--- config.mk ---
export PLATFORM = sky130hd
export DESIGN_NAME = cam_top
export DESIGN_NICKNAME = d
export VERILOG_FILES = /design/src/logic/cam_cfg_pkg.sv /design/src/logic/cam_ctrl_pkg.sv /design/src/logic/cam_table_if.sv /design/src/logic/cam_table_ram.sv /design/src/logic/cam_table_arbiter.sv /design/src/logic/cam_update_ctrl.sv /design/src/logic/cam_lookup.sv /design/src/logic/cam_top.sv
export SDC_FILE = /design/constraint.sdc
export NUM_CORES = 1
export LEC_CHECK = 0
export ABC_AREA = 1
export BUFFER_PORTS_ARGS = -buffer_cell sky130_fd_sc_hd__buf_2
export CORE_MARGIN = 1
export CORE_UTILIZATION = 65
export CTS_BUF_LIST = sky130_fd_sc_hd__clkbuf_4
export CTS_CLUSTER_SIZE = 20
export DETAILED_ROUTE_END_ITERATION = 16
export GPL_ROUTABILITY_DRIVEN = 1
export PLACE_DENSITY_LB_ADDON = 0.2
export SLEW_MARGIN = 20
export SYNTH_ARGS = -nofsm -noshare
export SYNTH_HDL_FRONTEND = slang
export SYNTH_SLANG_ARGS = --single-unit
--- constraint.sdc ---
create_clock -name clk -period 6.74 [get_ports clk]
set_input_delay 0.337 -clock clk [delete_from_list [all_inputs] [get_ports clk]]
set_output_delay 0.337 -clock clk [all_outputs]
set_load 0.01 [all_outputs]
--- src/logic/cam_cfg_pkg.sv ---
`default_nettype none

package cam_cfg_pkg;

    ////////////////////////////////////////////////////////////////////////////
    // key and target sizing
    ////////////////////////////////////////////////////////////////////////////

    // default width of a transaction id used as key
    localparam int KEY_WIDTH_DEF = 4;

    // default width of the slave target stored per key
    localparam int TARGET_WIDTH_DEF = 4;

    // lowest storable key, slot index is key minus this
    // keys below it are never stored
    localparam int KEY_BASE = 4;

endpackage : cam_cfg_pkg

`default_nettype wire

--- src/logic/cam_ctrl_pkg.sv ---
`default_nettype none

package cam_ctrl_pkg;

    // update controller states
    typedef enum logic [2:0] {
        UPD_INIT     = 3'd0,
        UPD_IDLE     = 3'd1,
        UPD_INSERT_1 = 3'd2,
        UPD_INSERT_2 = 3'd3,
        UPD_DELETE_1 = 3'd4,
        UPD_DELETE_2 = 3'd5
    } upd_state_e;

    // one access on the shared table port
    typedef enum logic [1:0] {
        OP_NONE   = 2'd0,
        OP_READ   = 2'd1,
        OP_INSERT = 2'd2,
        OP_DELETE = 2'd3
    } tbl_op_e;

endpackage : cam_ctrl_pkg

`default_nettype wire

--- src/logic/cam_table_if.sv ---
`timescale 1ns/1ps
`default_nettype none

interface cam_table_if #(
    parameter int KEY_WIDTH    = cam_cfg_pkg::KEY_WIDTH_DEF,
    parameter int TARGET_WIDTH = cam_cfg_pkg::TARGET_WIDTH_DEF
);

    localparam int DEPTH      = 2**KEY_WIDTH - cam_cfg_pkg::KEY_BASE;
    localparam int ADDR_WIDTH = $clog2(DEPTH);

    // request side
    cam_ctrl_pkg::tbl_op_e   op;
    logic [ADDR_WIDTH-1:0]   addr;
    logic [TARGET_WIDTH-1:0] target;

    // response side, read data lands one edge after a granted read
    logic                    grant;
    logic                    hit;
    logic [TARGET_WIDTH-1:0] rd_target;

    modport requester (
        output op, addr, target,
        input  grant, hit, rd_target
    );

    modport memory (
        input  op, addr, target,
        output grant, hit, rd_target
    );

endinterface : cam_table_if

`default_nettype wire

--- src/logic/cam_table_ram.sv ---
`timescale 1ns/1ps
`default_nettype none

module cam_table_ram #(
    parameter int KEY_WIDTH    = cam_cfg_pkg::KEY_WIDTH_DEF,
    parameter int TARGET_WIDTH = cam_cfg_pkg::TARGET_WIDTH_DEF
) (
    input  logic        clk,
    input  logic        rstn,
    cam_table_if.memory bus
);

    localparam int DEPTH = 2**KEY_WIDTH - cam_cfg_pkg::KEY_BASE;

    logic [DEPTH-1:0]        valid;
    logic [TARGET_WIDTH-1:0] tgt_mem [DEPTH];

    // single port, never busy
    assign bus.grant = 1'b1;

    // valid bits, all slots empty after reset
    always_ff @(posedge clk or negedge rstn) begin
        if (!rstn) begin
            valid <= '0;
        end else begin
            if (bus.op == cam_ctrl_pkg::OP_INSERT) begin
                valid[bus.addr] <= 1'b1;
            end else if (bus.op == cam_ctrl_pkg::OP_DELETE) begin
                valid[bus.addr] <= 1'b0;
            end
        end
    end

    always_ff @(posedge clk) begin
        if (bus.op == cam_ctrl_pkg::OP_INSERT) begin
            tgt_mem[bus.addr] <= bus.target;
        end
    end

    // registered read, a miss returns a zero target
    always_ff @(posedge clk or negedge rstn) begin
        if (!rstn) begin
            bus.hit       <= 1'b0;
            bus.rd_target <= '0;
        end else if (bus.op == cam_ctrl_pkg::OP_READ) begin
            bus.hit       <= valid[bus.addr];
            bus.rd_target <= valid[bus.addr] ? tgt_mem[bus.addr] : '0;
        end
    end

endmodule : cam_table_ram

`default_nettype wire

--- src/logic/cam_table_arbiter.sv ---
`timescale 1ns/1ps
`default_nettype none

module cam_table_arbiter #(
    parameter int KEY_WIDTH    = cam_cfg_pkg::KEY_WIDTH_DEF,
    parameter int TARGET_WIDTH = cam_cfg_pkg::TARGET_WIDTH_DEF
) (
    input  logic        clk,
    input  logic        rstn,
    cam_table_if.memory    upd,
    cam_table_if.memory    lkp,
    cam_table_if.requester mem
);

    localparam int DEPTH      = 2**KEY_WIDTH - cam_cfg_pkg::KEY_BASE;
    localparam int ADDR_WIDTH = $clog2(DEPTH);

    logic                    upd_req;
    logic                    lkp_req;
    logic                    upd_gnt;
    logic                    lkp_gnt;
    logic                    rd_to_upd;
    logic [ADDR_WIDTH-1:0]   sel_addr;
    logic [TARGET_WIDTH-1:0] sel_target;

    // fixed priority, update first
    assign upd_req   = (upd.op != cam_ctrl_pkg::OP_NONE);
    assign lkp_req   = (lkp.op != cam_ctrl_pkg::OP_NONE);
    assign upd_gnt   = upd_req && mem.grant;
    assign lkp_gnt   = lkp_req && !upd_req && mem.grant;
    assign upd.grant = upd_gnt;
    assign lkp.grant = lkp_gnt;

    assign sel_addr   = upd_gnt ? upd.addr : lkp.addr;
    assign sel_target = upd_gnt ? upd.target : lkp.target;
    assign mem.op     = upd_gnt ? upd.op : (lkp_gnt ? lkp.op : cam_ctrl_pkg::OP_NONE);
    assign mem.addr   = sel_addr;
    assign mem.target = sel_target;

    // owner of the last granted read, read data follows it
    always_ff @(posedge clk or negedge rstn) begin
        if (!rstn) begin
            rd_to_upd <= 1'b0;
        end else if (mem.op == cam_ctrl_pkg::OP_READ) begin
            rd_to_upd <= upd_gnt;
        end
    end

    assign upd.hit       = rd_to_upd && mem.hit;
    assign upd.rd_target = rd_to_upd ? mem.rd_target : '0;
    assign lkp.hit       = !rd_to_upd && mem.hit;
    assign lkp.rd_target = rd_to_upd ? '0 : mem.rd_target;

    // only a pending update may hold off a lookup read
    a_read_refused_for_update : assert property (@(posedge clk) disable iff (!rstn)
        (lkp_req && !lkp.grant) |-> upd_req);

endmodule : cam_table_arbiter

`default_nettype wire

--- src/logic/cam_update_ctrl.sv ---
`timescale 1ns/1ps
`default_nettype none

module cam_update_ctrl #(
    parameter int KEY_WIDTH    = cam_cfg_pkg::KEY_WIDTH_DEF,
    parameter int TARGET_WIDTH = cam_cfg_pkg::TARGET_WIDTH_DEF
) (
    input  logic                    clk,
    input  logic                    rstn,
    input  logic [KEY_WIDTH-1:0]    write_key,
    input  logic [TARGET_WIDTH-1:0] write_target,
    input  logic                    write_enable,
    input  logic                    write_delete,
    output logic                    write_busy,
    cam_table_if.requester          bus
);

    localparam int DEPTH      = 2**KEY_WIDTH - cam_cfg_pkg::KEY_BASE;
    localparam int ADDR_WIDTH = $clog2(DEPTH);

    cam_ctrl_pkg::upd_state_e state;
    cam_ctrl_pkg::upd_state_e state_next;
    cam_ctrl_pkg::upd_state_e restart;

    logic [KEY_WIDTH-1:0]    key_q;
    logic [TARGET_WIDTH-1:0] target_q;
    logic                    strobe;
    logic                    key_in_range;

    assign strobe  = write_enable | write_delete;
    // insert wins when both strobes come together
    assign restart = write_enable ? cam_ctrl_pkg::UPD_INSERT_1 : cam_ctrl_pkg::UPD_DELETE_1;

    ////////////////////////////////////////////////////////////////////////////
    // update FSM
    ////////////////////////////////////////////////////////////////////////////

    // a new strobe always restarts, a pending *_2 write still commits
    always_comb begin
        case (state)
            cam_ctrl_pkg::UPD_INIT:     state_next = cam_ctrl_pkg::UPD_IDLE;
            cam_ctrl_pkg::UPD_IDLE:     state_next = strobe ? restart : cam_ctrl_pkg::UPD_IDLE;
            cam_ctrl_pkg::UPD_INSERT_1: state_next = strobe ? restart : cam_ctrl_pkg::UPD_INSERT_2;
            cam_ctrl_pkg::UPD_INSERT_2: state_next = strobe ? restart : cam_ctrl_pkg::UPD_IDLE;
            cam_ctrl_pkg::UPD_DELETE_1: state_next = strobe ? restart : cam_ctrl_pkg::UPD_DELETE_2;
            cam_ctrl_pkg::UPD_DELETE_2: state_next = strobe ? restart : cam_ctrl_pkg::UPD_IDLE;
            default:                    state_next = cam_ctrl_pkg::UPD_IDLE;
        endcase
    end

    always_ff @(posedge clk or negedge rstn) begin
        if (!rstn) begin
            state      <= cam_ctrl_pkg::UPD_INIT;
            write_busy <= 1'b1;
        end else begin
            state      <= state_next;
            write_busy <= (state_next != cam_ctrl_pkg::UPD_IDLE) ||
                          (state != cam_ctrl_pkg::UPD_IDLE);
        end
    end

    // capture the operands with the strobe
    always_ff @(posedge clk) begin
        if (strobe && state != cam_ctrl_pkg::UPD_INIT) begin
            key_q    <= write_key;
            target_q <= write_target;
        end
    end

    ////////////////////////////////////////////////////////////////////////////
    // table write request
    ////////////////////////////////////////////////////////////////////////////

    assign key_in_range = (key_q >= cam_cfg_pkg::KEY_BASE);

    always_comb begin
        bus.op = cam_ctrl_pkg::OP_NONE;
        if (key_in_range) begin
            if (state == cam_ctrl_pkg::UPD_INSERT_2) begin
                bus.op = cam_ctrl_pkg::OP_INSERT;
            end else if (state == cam_ctrl_pkg::UPD_DELETE_2) begin
                bus.op = cam_ctrl_pkg::OP_DELETE;
            end
        end
    end

    assign bus.addr   = ADDR_WIDTH'(key_q - cam_cfg_pkg::KEY_BASE);
    assign bus.target = target_q;

    // a write lands two edges after the strobe that asked for it
    a_insert_from_strobe : assert property (@(posedge clk) disable iff (!rstn)
        (bus.op == cam_ctrl_pkg::OP_INSERT) |-> $past(write_enable, 2) && $past(!strobe));

    a_delete_from_strobe : assert property (@(posedge clk) disable iff (!rstn)
        (bus.op == cam_ctrl_pkg::OP_DELETE) |->
        $past(write_delete && !write_enable, 2) && $past(!strobe));

    // the arbiter must never drop an update
    a_write_granted : assert property (@(posedge clk) disable iff (!rstn)
        (bus.op != cam_ctrl_pkg::OP_NONE) |-> bus.grant);

endmodule : cam_update_ctrl

`default_nettype wire

--- src/logic/cam_lookup.sv ---
`timescale 1ns/1ps
`default_nettype none

module cam_lookup #(
    parameter int KEY_WIDTH    = cam_cfg_pkg::KEY_WIDTH_DEF,
    parameter int TARGET_WIDTH = cam_cfg_pkg::TARGET_WIDTH_DEF
) (
    input  logic                    clk,
    input  logic                    rstn,
    input  logic [KEY_WIDTH-1:0]    compare_key,
    input  logic                    write_busy,
    output logic                    match,
    output logic [TARGET_WIDTH-1:0] match_target,
    output logic                    match_valid,
    cam_table_if.requester          bus
);

    localparam int DEPTH      = 2**KEY_WIDTH - cam_cfg_pkg::KEY_BASE;
    localparam int ADDR_WIDTH = $clog2(DEPTH);
    // edges a key must stay put before its result counts
    localparam int STABLE_LAT = 1;
    localparam int CNT_WIDTH  = $clog2(STABLE_LAT + 1);

    logic [KEY_WIDTH-1:0] key_q;
    logic [CNT_WIDTH-1:0] stable_cnt;
    logic                 key_changed;
    logic                 key_stable;
    logic                 key_in_range;
    logic                 rd_ok;

    assign key_changed  = (compare_key != key_q);
    assign key_stable   = (stable_cnt == CNT_WIDTH'(STABLE_LAT));
    assign key_in_range = (compare_key >= cam_cfg_pkg::KEY_BASE);

    always_ff @(posedge clk or negedge rstn) begin
        if (!rstn) begin
            key_q      <= '0;
            stable_cnt <= '0;
            rd_ok      <= 1'b0;
        end else begin
            key_q <= compare_key;
            if (key_changed) begin
                stable_cnt <= '0;
            end else if (!key_stable) begin
                stable_cnt <= stable_cnt + 1'b1;
            end
            // out-of-range keys need no read, only a quiet table
            rd_ok <= !write_busy && (!key_in_range || bus.grant);
        end
    end

    // read the current slot every cycle
    assign bus.op     = key_in_range ? cam_ctrl_pkg::OP_READ : cam_ctrl_pkg::OP_NONE;
    assign bus.addr   = ADDR_WIDTH'(compare_key - cam_cfg_pkg::KEY_BASE);
    assign bus.target = '0;

    // drops in the same cycle the key moves
    assign match_valid  = !key_changed && key_stable && rd_ok;
    assign match        = key_in_range && bus.hit;
    assign match_target = key_in_range ? bus.rd_target : '0;

    // a valid result needs a quiet table and a key held over two edges
    a_valid_not_busy : assert property (@(posedge clk) disable iff (!rstn)
        match_valid |-> $past(!write_busy) && ($past(compare_key, 2) == compare_key));

endmodule : cam_lookup

`default_nettype wire

--- src/logic/cam_top.sv ---
`timescale 1ns/1ps
`default_nettype none

module cam_top #(
    parameter int KEY_WIDTH    = cam_cfg_pkg::KEY_WIDTH_DEF,
    parameter int TARGET_WIDTH = cam_cfg_pkg::TARGET_WIDTH_DEF
) (
    input  logic                    clk,
    input  logic                    rstn,
    input  logic [KEY_WIDTH-1:0]    write_key,
    input  logic [TARGET_WIDTH-1:0] write_target,
    input  logic                    write_enable,
    input  logic                    write_delete,
    input  logic [KEY_WIDTH-1:0]    compare_key,
    output logic                    match,
    output logic [TARGET_WIDTH-1:0] match_target,
    output logic                    match_valid,
    output logic                    write_busy
);

    ////////////////////////////////////////////////////////////////////////////
    // table port buses
    ////////////////////////////////////////////////////////////////////////////

    cam_table_if #(.KEY_WIDTH(KEY_WIDTH), .TARGET_WIDTH(TARGET_WIDTH)) upd_bus ();
    cam_table_if #(.KEY_WIDTH(KEY_WIDTH), .TARGET_WIDTH(TARGET_WIDTH)) lkp_bus ();
    cam_table_if #(.KEY_WIDTH(KEY_WIDTH), .TARGET_WIDTH(TARGET_WIDTH)) mem_bus ();

    cam_update_ctrl #(.KEY_WIDTH(KEY_WIDTH), .TARGET_WIDTH(TARGET_WIDTH)) u_update_ctrl (
        .clk          (clk),
        .rstn         (rstn),
        .write_key    (write_key),
        .write_target (write_target),
        .write_enable (write_enable),
        .write_delete (write_delete),
        .write_busy   (write_busy),
        .bus          (upd_bus)
    );

    // lookup results are held back while an update runs
    cam_lookup #(.KEY_WIDTH(KEY_WIDTH), .TARGET_WIDTH(TARGET_WIDTH)) u_lookup (
        .clk          (clk),
        .rstn         (rstn),
        .compare_key  (compare_key),
        .write_busy   (write_busy),
        .match        (match),
        .match_target (match_target),
        .match_valid  (match_valid),
        .bus          (lkp_bus)
    );

    cam_table_arbiter #(.KEY_WIDTH(KEY_WIDTH), .TARGET_WIDTH(TARGET_WIDTH)) u_arbiter (
        .clk  (clk),
        .rstn (rstn),
        .upd  (upd_bus),
        .lkp  (lkp_bus),
        .mem  (mem_bus)
    );

    cam_table_ram #(.KEY_WIDTH(KEY_WIDTH), .TARGET_WIDTH(TARGET_WIDTH)) u_table_ram (
        .clk  (clk),
        .rstn (rstn),
        .bus  (mem_bus)
    );

endmodule : cam_top

`default_nettype wire

==> Flow_metrics.wiki <==
{| class="wikitable"
! Metric !! Value
|-
| Outcome || completed
|-
| Core Area || 5960 um2
|-
| Worst setup EP type || flip-flop
|-
| Layout Nets || 499
|-
| Total chip power || 1.64 mW
|-
| Number of levels in the clock H-tree || 3
|-
| Number of global-route vias before repair || 2,894
|-
| Num ports || 23
|-
| Ratio of cells with drive above 1 in the final layout || 0.115
|-
| Setup Total Neg Slack || 0 ns
|-
| Worst Clk Skew || 0.0131 ns
|-
| Number of buffers inserted for hold repair after clock tree synthesis || 1
|-
| Startpoint of the tightest hold check path || compare_key[3]
|-
| Synth warnings || 0
|-
| Number of nets with antenna violations after routing || 0
|-
| CTS tree || done
|-
| Total grt overflow || 0
|-
| Clock latency on the worst-skew pair || 0.42 ns
|-
| Ant. Diodes || 0
|-
| Post-Place Setup Slack || 3.62 ns
|-
| Crit path launch || u_update_ctrl.key_q[2]$_DFFE_PP_
|-
| Proportion of synthesized chip area in sequential cells || 0.594
|-
| Buffers on Ports || 22
|-
| Post-Synthesis Mean Instance Area || 8.78 um2
|-
| Peak ir drop on the vdd network || 0.273 mV
|-
| Share of the clock period used by the worst path after layout || 0.478
|-
| Count of buffering cells on the critical path with inverters included || 2
|-
| Transition time at the pin with the least slew margin || 1.11 ns
|-
| Required time worst endpoint || 6.83 ns
|-
| Die outline width || 80.6 um
|-
| Post-detailed-route DRC marker count || 0
|-
| Wirelength, routed || 8600 um
|-
| Arrival time worst endpoint || 3.31 ns
|-
| Cell area after placement || 4170 um2
|-
| Clock tree buffer depth || 2
|-
| Largest fanout of any net on the critical path || 28
|-
| Vias || 3,068
|-
| Startpoint of the lowest-slack register-to-register path || u_update_ctrl.key_q[2]$_DFFE_PP_
|-
| Worst hold-check path type || primary input to flip-flop
|-
| Final Hold Vio Count || 0
|-
| Fillers || 472
|-
| Slowest stage cell on the critical path || nand4_2
|-
| Number of maximum-capacitance constraint violations || 0
|-
| Die outline area || 6490 um2
|-
| Vertical die dimension || 80.6 um
|-
| Total power density per cell area || 379 nW/um2
|-
| Routed length per placed instance || 15.3 um
|-
| Yosys reg bits || 84
|-
| Launching element type of the critical path || flip-flop
|-
| Largest net degree at the start of global routing || 29
|-
| CP top delay family || simple AND/OR/NAND/NOR gates
|-
| Row cnt || 28
|-
| Stage delay of the slowest cell on the critical path || 0.53 ns
|-
| Clock buffer count from CTS || 9
|-
| Wire length of the first global-routing pass || 13,800 um
|-
| DP HPWL || 5910 um
|-
| Hold path cells || 1
|-
| Antenna violations before repair || 0
|-
| Fin worst setup slack || 3.52 ns
|-
| Number of gates resized after CTS || 0
|-
| Starting Density || 0.674
|-
| Global-route total usage across every layer || 0.297
|-
| Postcts setup bufs || 0
|-
| Clock Sink Count || 84
|-
| Final GP Congestion || 0.932
|-
| F_max || 311 MHz
|-
| Layout overhead on the synthesized area || 7.98%
|-
| Iter 0 DRT Violations || 395
|-
| Number of cells traversed by the worst register-to-register path || 9
|-
| Detailed-router iteration count before antenna repair || 5
|-
| Mapped Cells || 457
|-
| Unique masters post-synth || 33
|-
| Relative max-transition margin || 0.259
|-
| Unrepaired setup endpoints after global routing || false
|-
| Worst-path clk slew || 0.13 ns
|-
| Area of combinational cells with multiple inputs || 1270 um2
|-
| Max-slew violation total from the final report || 0
|-
| Via density per instance || 5.47
|-
| Number of setup violations in the final report || 0
|-
| Crit path kind || flip-flop to flip-flop
|-
| Library cell used as clock root buffer || clkbuf_4
|-
| Area of the mapped netlist || 4010 um2
|-
| Cells traversed along the worst timing path || inv_1, ha_1, inv_2, nand4_2, nand3_2, nand2_2, nor2_4, nand2_1, nor2_1
|-
| Summed area of non-filler cells in the final layout || 4330 um2
|-
| Total nets after synthesis || 475
|-
| Post-route minimum period || 3.22 ns
|-
| Leakage dissipation || 2.17 nW
|-
| Cell depth of the worst setup path || 9
|-
| Fin Hold WS || 0.0513 ns
|-
| Register cell area after layout || 2380 um2
|}
==> synth_stat cells (all sizes together) <==
cell    instances  share of area
a21oi           5         0.0062
a31oi           1         0.0016
and3            1         0.0016
buf             7          0.010
clkbuf          3         0.0028
dfrtp          27           0.17
dfstp           1         0.0065
edfxtp         56           0.42
ha              2         0.0062
inv            81          0.076
nand2         170           0.16
nand3          30          0.040
nand4           3         0.0062
nor2           34          0.036
nor3            3         0.0037
o21ai          26          0.037
o21bai          1         0.0019
o22ai           1         0.0016
o31ai           1         0.0019
xnor2           3         0.0065
xor2            1         0.0022
==> metal layers <==
layer	vias up	track usage	routed length, um
met4	0	0.150	222
met2	137	0.438	4010
met1	1431	0.423	3810
li1	1477	-	-
met5	-	0	0
met3	23	0.0534	553
==> cell usage in the layout (no fill, tap or decap), drive strengths merged, types with 2 or more instances in the layout <==
cell type / synthesis / final
nor3: 3 / 3
nor2: 34 / 34
dfrtp: 27 / 27
clkbuf: 3 / 11
a21oi: 5 / 5
bufinv: 0 / 2
o21ai: 26 / 26
clkinv: 0 / 2
ha: 2 / 2
inv: 81 / 81
nand2: 170 / 170
nand4: 3 / 3
xnor2: 3 / 3
nand3: 30 / 30
edfxtp: 56 / 56
buf: 7 / 22
==> stage by stage <==
stage	instances	util
after floorplan	457	-
final	561	0.728
after detailed placement	544	0.699
after global placement	544	0.699
after global routing	561	0.728
after CTS	561	0.728
==> final timing paths <==
path | endpoint | slack (ns)
worst min register to register | flip-flop | 0.50
min in group asynchronous | u_table_ram.bus.rd_target[0]$_DFFE_PN0N_ | 0.48
max in group asynchronous | asynchronous set/reset pin | 5.82
worst max-delay path | u_table_ram.tgt_mem[10][1]$_DFFE_PP_ | 3.52
worst max register to register | u_table_ram.tgt_mem[10][1]$_DFFE_PP_ | 3.52
worst min-delay path | u_lookup.key_q[3]$_DFF_PN0_ | 0.05
==> layout make-up <==
type / instances / share of cell area
Multi-Input combinational cell: 282 / 0.293
Clock inverter: 5 / 0.0176
Clock buffer: 11 / 0.0191
Timing Repair Buffer: 23 / 0.0277
Tap cell: 75 / 0.0217
Inverter: 81 / 0.0707
Sequential cell: 84 / 0.550
==> power by group <==
group / switching [mW] / internal, mW / total (mW) / leakage [nW]
Clock: 0.162 / 0.157 / 0.319 / 0.0845
Sequential: 0.0435 / 0.659 / 0.703 / 0.876
Combinational: 0.458 / 0.162 / 0.620 / 1.21
Total: 0.664 / 0.978 / 1.64 / 2.17
==> cells by family after synthesis <==
group | share of synthesized area
AOI/OAI and AO/OA | 0.0502
xor gates and xnor gates | 0.00873
and+or+nand+nor | 0.252
DFF | 0.594
adders and majority gates | 0.00623
buffers and inverters | 0.0895
Note: power is estimated with default switching activity, not from simulation.
